### config.mk
export PLATFORM = sky130hd
export DESIGN_NAME = miss_subsystem
export DESIGN_NICKNAME = d
export VERILOG_FILES = /design/src/rtl/mhq_pkg.sv /design/src/rtl/biu_if.sv /design/src/rtl/biu.sv /design/src/rtl/mhq.sv /design/src/rtl/miss_subsystem.sv
export SDC_FILE = /design/constraint.sdc
export NUM_CORES = 1
export LEC_CHECK = 0
export BUFFER_PORTS_ARGS = -buffer_cell sky130_fd_sc_hd__buf_2
export CAP_MARGIN = 10
export CORE_MARGIN = 1.5
export CORE_UTILIZATION = 52
export CTS_CLUSTER_SIZE = 30
export DETAILED_ROUTE_END_ITERATION = 6
export HOLD_SLACK_MARGIN = 0.15
export PLACE_DENSITY = 0.71
export SLEW_MARGIN = 25
export SYNTH_ARGS = -nofsm -noshare
export SYNTH_HDL_FRONTEND = slang
export SYNTH_SLANG_ARGS = --single-unit
### constraint.sdc
create_clock -name clk -period 5.1 [get_ports clk]
set_input_delay 0.255 -clock clk [delete_from_list [all_inputs] [get_ports clk]]
set_output_delay 0.255 -clock clk [all_outputs]
set_load 0.005 [all_outputs]
### src/rtl/mhq_pkg.sv
// Miss path package with address, line and queue sizes, their types and the cache line layout
`default_nettype none

package mhq_pkg;

    // Address and data sizes
    localparam int ADDR_WIDTH   = 32;
    localparam int WORD_WIDTH   = 32;
    localparam int WORD_BYTES   = 4;

    // Cache line geometry
    localparam int LINE_BYTES   = 16;
    localparam int LINE_WORDS   = 4;
    localparam int OFFSET_WIDTH = 4;

    // Miss queue geometry
    localparam int MHQ_DEPTH    = 4;
    localparam int TAG_WIDTH    = 2;

    // BIU state encodings
    localparam logic [1:0] BIU_IDLE  = 2'd0;
    localparam logic [1:0] BIU_ISSUE = 2'd1;
    localparam logic [1:0] BIU_WAIT  = 2'd2;

    typedef logic [ADDR_WIDTH-1:0]              addr_t;
    typedef logic [ADDR_WIDTH-OFFSET_WIDTH-1:0] line_addr_t;
    typedef logic [WORD_WIDTH-1:0]              word_t;
    typedef logic [WORD_BYTES-1:0]              byte_sel_t;
    typedef logic [TAG_WIDTH-1:0]               mhq_tag_t;

    // The MHQ merges store bytes into the line byte by byte, while the BIU
    // assembles the same line one bus word at a time
    typedef union packed {
        logic [LINE_BYTES-1:0][7:0]            bytes;
        logic [LINE_WORDS-1:0][WORD_WIDTH-1:0] words;
    } line_t;

endpackage

`default_nettype wire

### src/rtl/biu_if.sv
// Line fetch channel between the miss handling queue and the bus interface unit
`timescale 1ns/100ps
`default_nettype none

interface biu_if
    import mhq_pkg::*;
();

    // Request side held by the MHQ while the head entry is pending
    logic       req_en;
    line_addr_t req_addr;

    // Response side whose data is valid only in the done cycle
    logic       done;
    line_t      data;

    modport mhq_port (
        output req_en,
        output req_addr,
        input  done,
        input  data
    );

    modport biu_port (
        input  req_en,
        input  req_addr,
        output done,
        output data
    );

endinterface

`default_nettype wire

### src/rtl/biu.sv
// Bus interface unit that fetches one cache line as a series of single word reads
`timescale 1ns/100ps
`default_nettype none

module biu
    import mhq_pkg::*;
(
    input  logic    clk,
    input  logic    n_rst,

    // Word-wide memory read bus
    output logic    o_mem_rd_en,
    output addr_t   o_mem_addr,
    input  logic    i_mem_rd_valid,
    input  word_t   i_mem_rd_data,

    biu_if.biu_port bus
);

    logic [1:0]                    state;
    logic [$clog2(LINE_WORDS)-1:0] word_idx;
    logic                          done_q;
    logic                          start;
    logic                          last_word;
    line_addr_t                    line_addr;
    line_t                         line_buf;

    // The request is still high during the done cycle, so wait for it to drop
    // or move on to the next head before starting again
    assign start     = (state == BIU_IDLE) && bus.req_en && !done_q;
    assign last_word = (int'(word_idx) == LINE_WORDS - 1);

    assign o_mem_rd_en = (state == BIU_ISSUE);
    assign o_mem_addr  = {line_addr, word_idx, {$clog2(WORD_BYTES){1'b0}}};

    assign bus.done = done_q;
    assign bus.data = line_buf;

    always_ff @(posedge clk or negedge n_rst) begin
        if (!n_rst) begin
            state    <= BIU_IDLE;
            word_idx <= '0;
            done_q   <= 1'b0;
        end else begin
            done_q <= 1'b0;
            case (state)
                BIU_IDLE: begin
                    if (start) begin
                        word_idx <= '0;
                        state    <= BIU_ISSUE;
                    end
                end
                BIU_ISSUE: begin
                    state <= BIU_WAIT;
                end
                BIU_WAIT: begin
                    if (i_mem_rd_valid) begin
                        if (last_word) begin
                            done_q <= 1'b1;
                            state  <= BIU_IDLE;
                        end else begin
                            word_idx <= word_idx + 1'b1;
                            state    <= BIU_ISSUE;
                        end
                    end
                end
                default: begin
                    state <= BIU_IDLE;
                end
            endcase
        end
    end

    // Line address and the assembled words
    always_ff @(posedge clk) begin
        if (start) begin
            line_addr <= bus.req_addr;
        end
        if ((state == BIU_WAIT) && i_mem_rd_valid) begin
            line_buf.words[word_idx] <= i_mem_rd_data;
        end
    end

    // Memory must not answer unless a read is outstanding
    a_valid_needs_read: assert property (
        @(posedge clk) disable iff (!n_rst) i_mem_rd_valid |-> (state == BIU_WAIT)
    ) else $error("Read data returned with no read outstanding");

    // After a read is issued no other read goes out until its data is back
    a_one_read_out: assert property (
        @(posedge clk) disable iff (!n_rst)
        o_mem_rd_en |=> (!o_mem_rd_en until_with i_mem_rd_valid)
    ) else $error("Second read issued while one is outstanding");

endmodule

`default_nettype wire

### src/rtl/mhq.sv
// Miss handling queue that merges misses per line, keeps store bytes and broadcasts fills
`timescale 1ns/100ps
`default_nettype none

module mhq
    import mhq_pkg::*;
(
    input  logic           clk,
    input  logic           n_rst,

    // Miss enqueue from the LSU
    input  logic           i_enq_en,
    input  logic           i_enq_we,
    input  addr_t          i_enq_addr,
    input  byte_sel_t      i_enq_byte_select,
    input  word_t          i_enq_data,
    output mhq_tag_t       o_enq_tag,
    output logic           o_full,

    // Fill broadcast
    output logic           o_fill,
    output mhq_tag_t       o_fill_tag,
    output logic           o_fill_dirty,
    output addr_t          o_fill_addr,
    output line_t          o_fill_data,

    biu_if.mhq_port        biu
);

    // Head and tail carry one extra wrap bit to tell full from empty
    logic [TAG_WIDTH:0]    head_p;
    logic [TAG_WIDTH:0]    tail_p;
    mhq_tag_t              head;
    mhq_tag_t              tail;
    logic                  full;

    // Entry fields
    logic                  entry_valid   [MHQ_DEPTH];
    logic                  entry_dirty   [MHQ_DEPTH];
    logic [LINE_BYTES-1:0] entry_updated [MHQ_DEPTH];
    line_addr_t            entry_line    [MHQ_DEPTH];
    line_t                 entry_data    [MHQ_DEPTH];

    // Enqueue decode
    line_addr_t            enq_line;
    logic [OFFSET_WIDTH-1:0] enq_offset;
    logic [LINE_BYTES-1:0] enq_byte_en;
    line_t                 enq_line_data;
    logic [MHQ_DEPTH-1:0]  enq_match;
    mhq_tag_t              match_tag;
    mhq_tag_t              enq_tag;
    logic                  enq_alloc;
    logic                  enq_we;
    logic [LINE_BYTES-1:0] enq_mask_next;

    assign head = head_p[TAG_WIDTH-1:0];
    assign tail = tail_p[TAG_WIDTH-1:0];
    assign full = (head_p[TAG_WIDTH] != tail_p[TAG_WIDTH]) && (head == tail);

    assign enq_line   = i_enq_addr[ADDR_WIDTH-1:OFFSET_WIDTH];
    assign enq_offset = i_enq_addr[OFFSET_WIDTH-1:0];

    // Move the store word and its byte enables to their place in the line
    assign enq_byte_en   = {{(LINE_BYTES-WORD_BYTES){1'b0}}, i_enq_byte_select} << enq_offset;
    assign enq_line_data = {{(LINE_BYTES*8-WORD_WIDTH){1'b0}}, i_enq_data} << {enq_offset, 3'b000};

    // The head entry drops out of the compare while its fill completes, so a
    // late store to that line opens a fresh entry instead of being lost
    always_comb begin
        for (int i = 0; i < MHQ_DEPTH; i++) begin
            enq_match[i] = entry_valid[i] && (entry_line[i] == enq_line) &&
                           !(biu.done && (head == mhq_tag_t'(i)));
        end
    end

    always_comb begin
        match_tag = '0;
        for (int i = 0; i < MHQ_DEPTH; i++) begin
            if (enq_match[i]) begin
                match_tag = mhq_tag_t'(i);
            end
        end
    end

    assign enq_alloc = i_enq_en && !(|enq_match);
    assign enq_we    = i_enq_en && i_enq_we;
    assign enq_tag   = enq_alloc ? tail : match_tag;

    // A freshly allocated entry starts with an empty byte mask
    assign enq_mask_next = (enq_alloc ? '0 : entry_updated[enq_tag]) | enq_byte_en;

    assign o_enq_tag = enq_tag;
    assign o_full    = full;

    // Request the line at the head of the queue
    assign biu.req_en   = entry_valid[head];
    assign biu.req_addr = entry_line[head];

    // Fill broadcast where store bytes win over the bytes from memory
    assign o_fill       = biu.done;
    assign o_fill_tag   = head;
    assign o_fill_dirty = entry_dirty[head];
    assign o_fill_addr  = {entry_line[head], {OFFSET_WIDTH{1'b0}}};

    always_comb begin
        for (int j = 0; j < LINE_BYTES; j++) begin
            o_fill_data.bytes[j] = entry_updated[head][j] ? entry_data[head].bytes[j]
                                                          : biu.data.bytes[j];
        end
    end

    // Entry control state
    always_ff @(posedge clk or negedge n_rst) begin
        if (!n_rst) begin
            for (int i = 0; i < MHQ_DEPTH; i++) begin
                entry_valid[i]   <= 1'b0;
                entry_dirty[i]   <= 1'b0;
                entry_updated[i] <= '0;
            end
        end else begin
            for (int i = 0; i < MHQ_DEPTH; i++) begin
                if (biu.done && (head == mhq_tag_t'(i))) begin
                    entry_valid[i] <= 1'b0;
                end
                if (enq_alloc && (tail == mhq_tag_t'(i))) begin
                    entry_valid[i]   <= 1'b1;
                    entry_dirty[i]   <= 1'b0;
                    entry_updated[i] <= '0;
                end
                // Later assignment wins, so a store on allocation still marks the entry
                if (enq_we && (enq_tag == mhq_tag_t'(i))) begin
                    entry_dirty[i]   <= 1'b1;
                    entry_updated[i] <= enq_mask_next;
                end
            end
        end
    end

    // Line number is captured when the entry is allocated
    always_ff @(posedge clk) begin
        if (enq_alloc) begin
            entry_line[tail] <= enq_line;
        end
    end

    // Store bytes are written only where the byte enables are set
    always_ff @(posedge clk) begin
        for (int i = 0; i < MHQ_DEPTH; i++) begin
            for (int j = 0; j < LINE_BYTES; j++) begin
                if (enq_we && (enq_tag == mhq_tag_t'(i)) && enq_byte_en[j]) begin
                    entry_data[i].bytes[j] <= enq_line_data.bytes[j];
                end
            end
        end
    end

    // Tail moves on allocation and head moves when the fill completes
    always_ff @(posedge clk or negedge n_rst) begin
        if (!n_rst) begin
            tail_p <= '0;
            head_p <= '0;
        end else begin
            if (enq_alloc) begin
                tail_p <= tail_p + 1'b1;
            end
            if (biu.done) begin
                head_p <= head_p + 1'b1;
            end
        end
    end

    // The LSU must hold back new misses while the queue is full
    a_no_alloc_when_full: assert property (
        @(posedge clk) disable iff (!n_rst) enq_alloc |-> !full
    ) else $error("Miss allocated while the queue is full");

    // The BIU only completes a fetch that the head entry asked for
    a_done_needs_head: assert property (
        @(posedge clk) disable iff (!n_rst) biu.done |-> entry_valid[head]
    ) else $error("Fill completed with no valid head entry");

endmodule

`default_nettype wire

### src/rtl/miss_subsystem.sv
// Miss path top level joining the miss handling queue and the bus interface unit
`timescale 1ns/100ps
`default_nettype none

module miss_subsystem
    import mhq_pkg::*;
(
    input  logic      clk,
    input  logic      n_rst,

    // LSU miss enqueue
    input  logic      i_enq_en,
    input  logic      i_enq_we,
    input  addr_t     i_enq_addr,
    input  byte_sel_t i_enq_byte_select,
    input  word_t     i_enq_data,
    output mhq_tag_t  o_enq_tag,
    output logic      o_full,

    // Fill broadcast
    output logic      o_fill,
    output mhq_tag_t  o_fill_tag,
    output logic      o_fill_dirty,
    output addr_t     o_fill_addr,
    output line_t     o_fill_data,

    // Memory read bus
    output logic      o_mem_rd_en,
    output addr_t     o_mem_addr,
    input  logic      i_mem_rd_valid,
    input  word_t     i_mem_rd_data
);

    biu_if biu_bus ();

    mhq mhq_inst (
        .clk               (clk),
        .n_rst             (n_rst),
        .i_enq_en          (i_enq_en),
        .i_enq_we          (i_enq_we),
        .i_enq_addr        (i_enq_addr),
        .i_enq_byte_select (i_enq_byte_select),
        .i_enq_data        (i_enq_data),
        .o_enq_tag         (o_enq_tag),
        .o_full            (o_full),
        .o_fill            (o_fill),
        .o_fill_tag        (o_fill_tag),
        .o_fill_dirty      (o_fill_dirty),
        .o_fill_addr       (o_fill_addr),
        .o_fill_data       (o_fill_data),
        .biu               (biu_bus.mhq_port)
    );

    biu biu_inst (
        .clk            (clk),
        .n_rst          (n_rst),
        .o_mem_rd_en    (o_mem_rd_en),
        .o_mem_addr     (o_mem_addr),
        .i_mem_rd_valid (i_mem_rd_valid),
        .i_mem_rd_data  (i_mem_rd_data),
        .bus            (biu_bus.biu_port)
    );

endmodule

`default_nettype wire

-- Word level (Yosys, flattened, before mapping)
Memory sizes are Yosys's and may differ from the RTL's.
Index checks and enable logic that the tools add are counted.
Widths: inputs -> output; s select.
- shift operators: 2
- magnitude comparators: 4
- reductions and logical operators: 116
- add/sub/neg operators: 3
- multiplexer cells: 210
- bitwise operators: 3
- equality and inequality tests: 21
- operator list (kind ; number):
    $mux 128 ; 3
    $reduce_or 128->1 ; 3
    $mux 16 ; 16
    $mux 1 ; 155
    $bwmux 128 ; 1
    $mux 8 ; 16
    $shl 32x7->128 ; 1
    $eq 28x28->1 ; 4
    $logic_and 1x1->1 ; 91
    $bmux 16 s2 ; 2
    $demux 32 s2 ; 1
    $mux 32 ; 1
    $mux 2 ; 11
    $reduce_bool 2->1 ; 9
    $or 16x16->16 ; 1
    $shl 4x4->16 ; 1
    $eq 2x2->1 const B ; 7
    $eq 2x1->1 const B ; 5
    $logic_not 2->1 ; 4
    $add 3x1->3 const B ; 2
    $ge 3x3->1 const B ; 2
    $logic_not 1->1 ; 6
    $not 2->3 ; 2
    $pmux 2 s3 ; 1
    12 further kinds ; 14
- register bits: 239
- memory bits (writable): 624
- input port bits: 105
- output and inout bits: 200
- logic and storage cells: 380
- memories: 2
- memories (memory ; words ; width ; read ports ; clocked after Yosys merged registers in ; write ports ; line ; source):
    mhq_inst.entry_data ; 4 ; 128 ; 1 ; 0 ; 1 ; mhq.sv:42 ; line_t entry_data [MHQ_DEPTH];
    mhq_inst.entry_line ; 4 ; 28 ; 5 ; 0 ; 1 ; mhq.sv:41 ; line_addr_t entry_line [MHQ_DEPTH];

-- Longest topological paths before layout
- word-level depth: 17
- mapped depth: 17
- gate-level depth less buffers: 10

-- By module
From an unflattened synthesis, not the netlist that was laid out.
- cells, all modules: 2050
- area total of the unflattened synthesis: 36566.3 µm²
- modules (own cells, without submodules) (module ; sequential area each (µm²) ; cells each ; area an instance (µm²) ; times used):
    mhq ; 20689.8 ; 1864 ; 31545.3 ; 1
    biu ; 4809.6 ; 186 ; 5021.1 ; 1

-- Least setup slack after synthesis
OpenSTA, ideal clock, no wires.
- kind: register to register
- start point: register mhq_inst.head_p[0]
- end point: memory mhq_inst.entry_data[2][72] in the netlist's numbering, enable pin
- stages on the path, launching flop included: 15
- required time: 4.726 ns
- data arrival time: 3.864 ns
- setup slack: 0.862 ns
- path buffers: 5
- clock period less this slack: 4.238 ns
- path through: dfrtp_1 -> buf_2 -> buf_2 -> buf_2 -> buf_1 -> inv_1 -> ha_1 -> a21boi_0 -> nand2_1 -> or4_4 -> or2_2 -> o31ai_2 -> nand3_2 -> buf_2 -> nor2_1
- cells in the longest elaborated chain, start to end: 17
- elaborated cells on any way between the ends: 187
- those cells by class: eq/ne (6); mux (108); reduce/logical (73)
- ends and longest elaborated chain (what ; line ; source):
    start, declared ; mhq.sv:31 ; logic [TAG_WIDTH:0] head_p;
    start signal, assigned ; mhq.sv:167 ; head_p <= head_p + 1'b1;
    $eq 2x1->1 (tied with other cells) ; mhq.sv:72 ; !(biu.done && (head == mhq_tag_t'(i)));
    $logic_and 1x1->1 ; mhq.sv:72 ;
    $logic_not 1->1 ; mhq.sv:72 ;
    $logic_and 1x1->1 ; mhq.sv:71 ; enq_match[i] = entry_valid[i] && (entry_line[i] == enq_line) &&
    $mux 1 or $reduce_or 4->1 (tied branches) ; mhq.sv:79, mhq.sv:85 ;
    $mux 2 or $logic_not 1->1 (tied branches) ; mhq.sv:79, mhq.sv:85 ;
    $mux 2 or $logic_and 1x1->1 (tied branches) ; mhq.sv:79, mhq.sv:85 ;
    $mux 2 (*) ; mhq.sv:87 ; assign enq_tag = enq_alloc ? tail : match_tag;
    $eq 2x1->1 ; mhq.sv:150 ; if (enq_we && (enq_tag == mhq_tag_t'(i)) && enq_byte_en[j]) begin
    $logic_and 1x1->1 (2 in series) ; mhq.sv:150 ;
    $mux 1 ; mhq.sv:150 ;
    $mux 1 (implied by the code) ; mhq.sv:151 ; entry_data[i].bytes[j] <= enq_line_data.bytes[j];
    $reduce_or 128->1 (no source line) ; n/a ;
    $mux 2 (no source line) or $mux 16 (tied branches) (3 in series) ; n/a ;
    end, declared ; mhq.sv:42 ;
Mark *: on every way between the ends. The rest lies on a longest branch, timed or not.

-- Final worst setup path
- start point: register mhq_inst.head_p[0]
- end point: register mhq_inst.entry_updated[50] in the netlist's numbering
- cells in the longest elaborated chain, start to end: 15
- elaborated cells on any way between the ends: 34
- those cells by class: eq/ne (3); mux (9); bitwise (2); reduce/logical (20)
- ends and longest elaborated chain (what ; line ; source):
    $eq 2x1->1 (tied with other cells) ; mhq.sv:72 ;
    $logic_and 1x1->1 ; mhq.sv:72 ;
    $logic_not 1->1 ; mhq.sv:72 ;
    $logic_and 1x1->1 ; mhq.sv:71 ;
    $mux 1 or $reduce_or 4->1 (tied branches) ; mhq.sv:79, mhq.sv:85 ;
    $mux 2 or $logic_not 1->1 (tied branches) ; mhq.sv:79, mhq.sv:85 ;
    $mux 2 or $logic_and 1x1->1 (tied branches) ; mhq.sv:79, mhq.sv:85 ;
    $mux 2 ; mhq.sv:87 ;
    $not 2->3 (implied by the code) ; mhq.sv:90 ; assign enq_mask_next = (enq_alloc ? '0 : entry_updated[enq_tag]) | enq_byte_en;
    $bmux 16 s2 ; mhq.sv:90 ;
    $mux 16 (implied by the code) (2 in series) ; mhq.sv:90 ;
    $mux 16 ; mhq.sv:90 ;
    $or 16x16->16 ; mhq.sv:90 ;
    $mux 16 ; mhq.sv:131 ; if (enq_we && (enq_tag == mhq_tag_t'(i))) begin
    end signal, assigned by index ; mhq.sv:133 ; entry_updated[i] <= enq_mask_next;
    end, declared ; mhq.sv:40 ; logic [LINE_BYTES-1:0] entry_updated [MHQ_DEPTH];
Several ways; a longest one is shown, not always the timed one. The select of a mux whose other input is x is not followed.
A chain may end at the register's enable or synchronous reset.

==> impl_metrics.tcl <==
set metrics [dict create \
    place_hpwl_um 64300 \
    hold-path-cell-count 2 \
    crit_arrival_ns 4.86 \
    ys_seq_area_share_pct 70.2 \
    post-cts-setup-buffers 0 \
    ctsResizeCount 0 \
    post-route-min-period_ns 4.34 \
    wirelength_um 94200 \
    ctsHtreeMaxLevel 3 \
    ys_seq_elements 863 \
    leakage_nw 14.8 \
    intPower_mw 13.1 \
    io_buffer_count 298 \
    dp_cells 3188 \
    clk_pin_slew_worst_paths_ns 0.06 \
    outcome "finished clean" \
    routed.top_layer "met5" \
    setup_slack_ns 0.761 \
    r2r.worst_path.cells 11 \
    synth.most_common_cell "sky130_fd_sc_hd__edfxtp_1" \
    grt.total_usage_pct 26.5 \
    slew_violations 0 \
    cts-buffers-inserted 88 \
    die_height_um 267 \
    rsz0062_at_grt "no" \
    switching_share_pct 26.2 \
    crit_path_start_kind "register" \
    grt_pass1_vias 21100 \
    yosys.area.top_type_share_pct 64.5 \
    yosysTopAreaCell "sky130_fd_sc_hd__edfxtp_1" \
    sequential_group_share_of_total_power_pct 48.0 \
    setup_violations 0 \
    wl_met1_um 36300 \
    switching_power_mw 4.66 \
    clock_tree_from_tritoncts "done" \
    async_flop_share_pct 9.62 \
    placement_stage_worst_setup_slack_ns 0.995 \
    pin_count_of_the_biggest_net_entering_global_routing 98 \
    met3WireLength_um 8400 \
    initial_core_util_pct 52.8 \
    post_route_cells_drive_above_1_share_pct 33.0 \
    cts_hold_repair.buffers 73 \
    fin_cells 3426 \
    design.die.area_um2 71500 \
    area_contributors_post_synth "sky130_fd_sc_hd__edfxtp_1 64%, sky130_fd_sc_hd__mux4_2 11%, sky130_fd_sc_hd__dfrtp_1 5.7%" \
    timing.setup.critical_path_class "register to register" \
    yosysWarnings 0 \
    clock_skew_ns 0.0348 \
    drcViolationCount 0 \
    num-nets-final 2537 \
    timing.hold.worst.class "input pin to register" \
    globalplace.congestion 0.900 \
    initialDrtViolationCount 2377 \
    met2RoutedLength_um 46600 \
    critical_path.max_fanout 23 \
    cts_root_cell "sky130_fd_sc_hd__clkbuf_16" \
    core-area_um2 68800 \
    cap_viol_max_count 0 \
    flow.area_growth_from_synthesis_pct 16.9 \
    io_pins 305 \
    clk-insertion-delay-late_ns 0.65 \
    final_hold_viol_count 0 \
    floorplan.die.width_um 267 \
    syn_inst 2025 \
    tightestPinTransition_ns 1.06 \
    gr-total-overflow 0 \
    antenna_found_initial 2 \
    powerDensity_nw_per_um2 419 \
    cell_row_count 96 \
    avgSynthCellArea_um2 17.9 \
    vdd.ir_drop.worst_uv 288 \
    number_of_synthesized_flops_with_an_enable_pin 780 \
    max_freq_mhz 230 \
    detail_route.wl_per_cell_um 27.5 \
    postRouteAntennaNets 0 \
    power.share.combinational_pct 16.7 \
    num_antenna_cells 0 \
    pwr-share-clk_pct 35.3 \
    netlist_area_um2 36300 \
    vias 20600 \
    yosys.cell_types.count 60 \
    critical_path.endpoint_type "register" \
    period_share_pct 85.1 \
    cts.path.max_buffers 3 \
    postSynth.topFlopCell "sky130_fd_sc_hd__edfxtp_1" \
    synth.cells.most_frequent "780 x sky130_fd_sc_hd__edfxtp_1, 174 x sky130_fd_sc_hd__mux4_2, 146 x sky130_fd_sc_hd__mux2_2" \
    wire_length_of_the_first_global_routing_pass_um 137000 \
    timing.slew.headroom_pct 28.8 \
    cts.sink_count 863 \
    dr.pass1.iters 6 \
    routed_via_count_divided_by_cell_count 6.02 \
    required_ns 5.62 \
    fin_setup_tns_ns 0 \
]
==> metrics by stage <==
stage	hold slack, ns	instance area [um^2]	utilization, %	total power [mW]
after floorplan	-0.0406	36300	-	10.4
after global placement	0.170	38800	56.4	11.5
after detailed placement	0.176	38900	56.5	11.6
after CTS	0.151	42500	61.7	17.9
after global routing	0.163	42500	61.7	18.4
final	0.186	42500	61.7	17.8
==> sequential cells by signal, summed over array words and instances (netlist names) <==
register	flops
mhq_inst.entry_data	512
biu_inst.bus.data	128
mhq_inst.entry_line	112
mhq_inst.entry_updated	64
biu_inst.line_addr	28
mhq_inst.entry_dirty	4
mhq_inst.entry_valid	4
mhq_inst.head_p	3
mhq_inst.tail_p	3
biu_inst.state	2
biu_inst.word_idx	2
biu_inst.bus.done	1
==> worst max-delay path, stage by stage, from the launching register on <==
cell                      delay [ns]
sky130_fd_sc_hd__dfrtp_4        0.73
sky130_fd_sc_hd__inv_1          0.13
sky130_fd_sc_hd__ha_1           0.22
sky130_fd_sc_hd__nand2_1        0.09
sky130_fd_sc_hd__nand3_1        0.11
sky130_fd_sc_hd__nor4_1         0.42
sky130_fd_sc_hd__a21oi_1        0.19
sky130_fd_sc_hd__nor3_4         0.83
sky130_fd_sc_hd__nand2_1        0.11
sky130_fd_sc_hd__buf_4          0.28
sky130_fd_sc_hd__and2_1         0.56
sky130_fd_sc_hd__a221o_1        0.52
==> final timing paths <==
kind / from / endpoint / slack, ns
worst max-delay path: mhq_inst.head_p[0] / mhq_inst.entry_updated[50] / 0.76
worst min-delay path: i_enq_data[2] / mhq_inst.entry_data[1][2] / 0.19
worst max register to register: mhq_inst.head_p[0] / mhq_inst.entry_updated[50] / 0.76
worst min register to register: mhq_inst.entry_updated[16] / mhq_inst.entry_updated[16] / 0.48
max in group asynchronous: n_rst / mhq_inst.entry_updated[32] / 4.11
min in group asynchronous: n_rst / mhq_inst.entry_updated[19] / 0.26
==> cell families after synthesis <==
logic type      Yosys count  share of synthesized area, %
other cells               1                        0.0103
xor+xnor                119                          2.87
simple gates            369                          4.94
fa+ha+maj                12                         0.413
compound gates          181                          3.84
buf+inv                 134                          1.71
mux                     346                          16.0
flops                   863                          70.2
==> cells in the final DEF, fill, tap and decap left out, drive strengths merged, types with 14 or more instances in the layout <==
cell         synthesis  routed
a21o                26      26
a221o               33      33
a22oi               34      34
and2                40      40
buf                 73     346
clkbuf              45     110
clkinv               0      45
dfrtp               83      83
dlygate4sd3          0      72
edfxtp             780     780
inv                 16      18
mux2               146     146
mux2i               26      26
mux4               174     174
nand2               95      95
nand4               16      16
nor2               125     125
nor2b               30      30
nor4                14      14
o21ai               38      38
o22ai               18      18
xnor2               59      59
xor2                60      60
==> power by group through the flow <==
| stage | clock [mW] | combinational (mW) | sequential (mW) |
|---|---|---|---|
| CTS | 6.37 | 3.00 | 8.53 |
| floorplan | 0 | 1.80 | 8.59 |
| finish | 6.27 | 2.98 | 8.53 |
| detailed placement | 0 | 2.94 | 8.67 |
| global placement | 0 | 2.88 | 8.64 |
| global route | 6.62 | 3.17 | 8.58 |
==> layer usage <==
| metal | GRT usage (%) | up-vias |
|---|---|---|
| li1 | - | 8783 |
| met1 | 35.5 | 10600 |
| met2 | 43.3 | 1013 |
| met3 | 5.52 | 173 |
| met4 | 9.41 | 2 |
| met5 | 0 | - |
==> area by class of cell <==
| class | count | area (um^2) |
|---|---|---|
| clock buffers | 110 | 2390 |
| well taps | 931 | 1160 |
| inverters | 16 | 60.1 |
| multi-input cells | 1033 | 10300 |
| flip-flops and latches | 863 | 25500 |
| repair buffers | 418 | 2640 |
| fillers | 4934 | 26400 |
| clock inverters | 55 | 444 |
No activity file was read; power rests on OpenSTA's default activity.
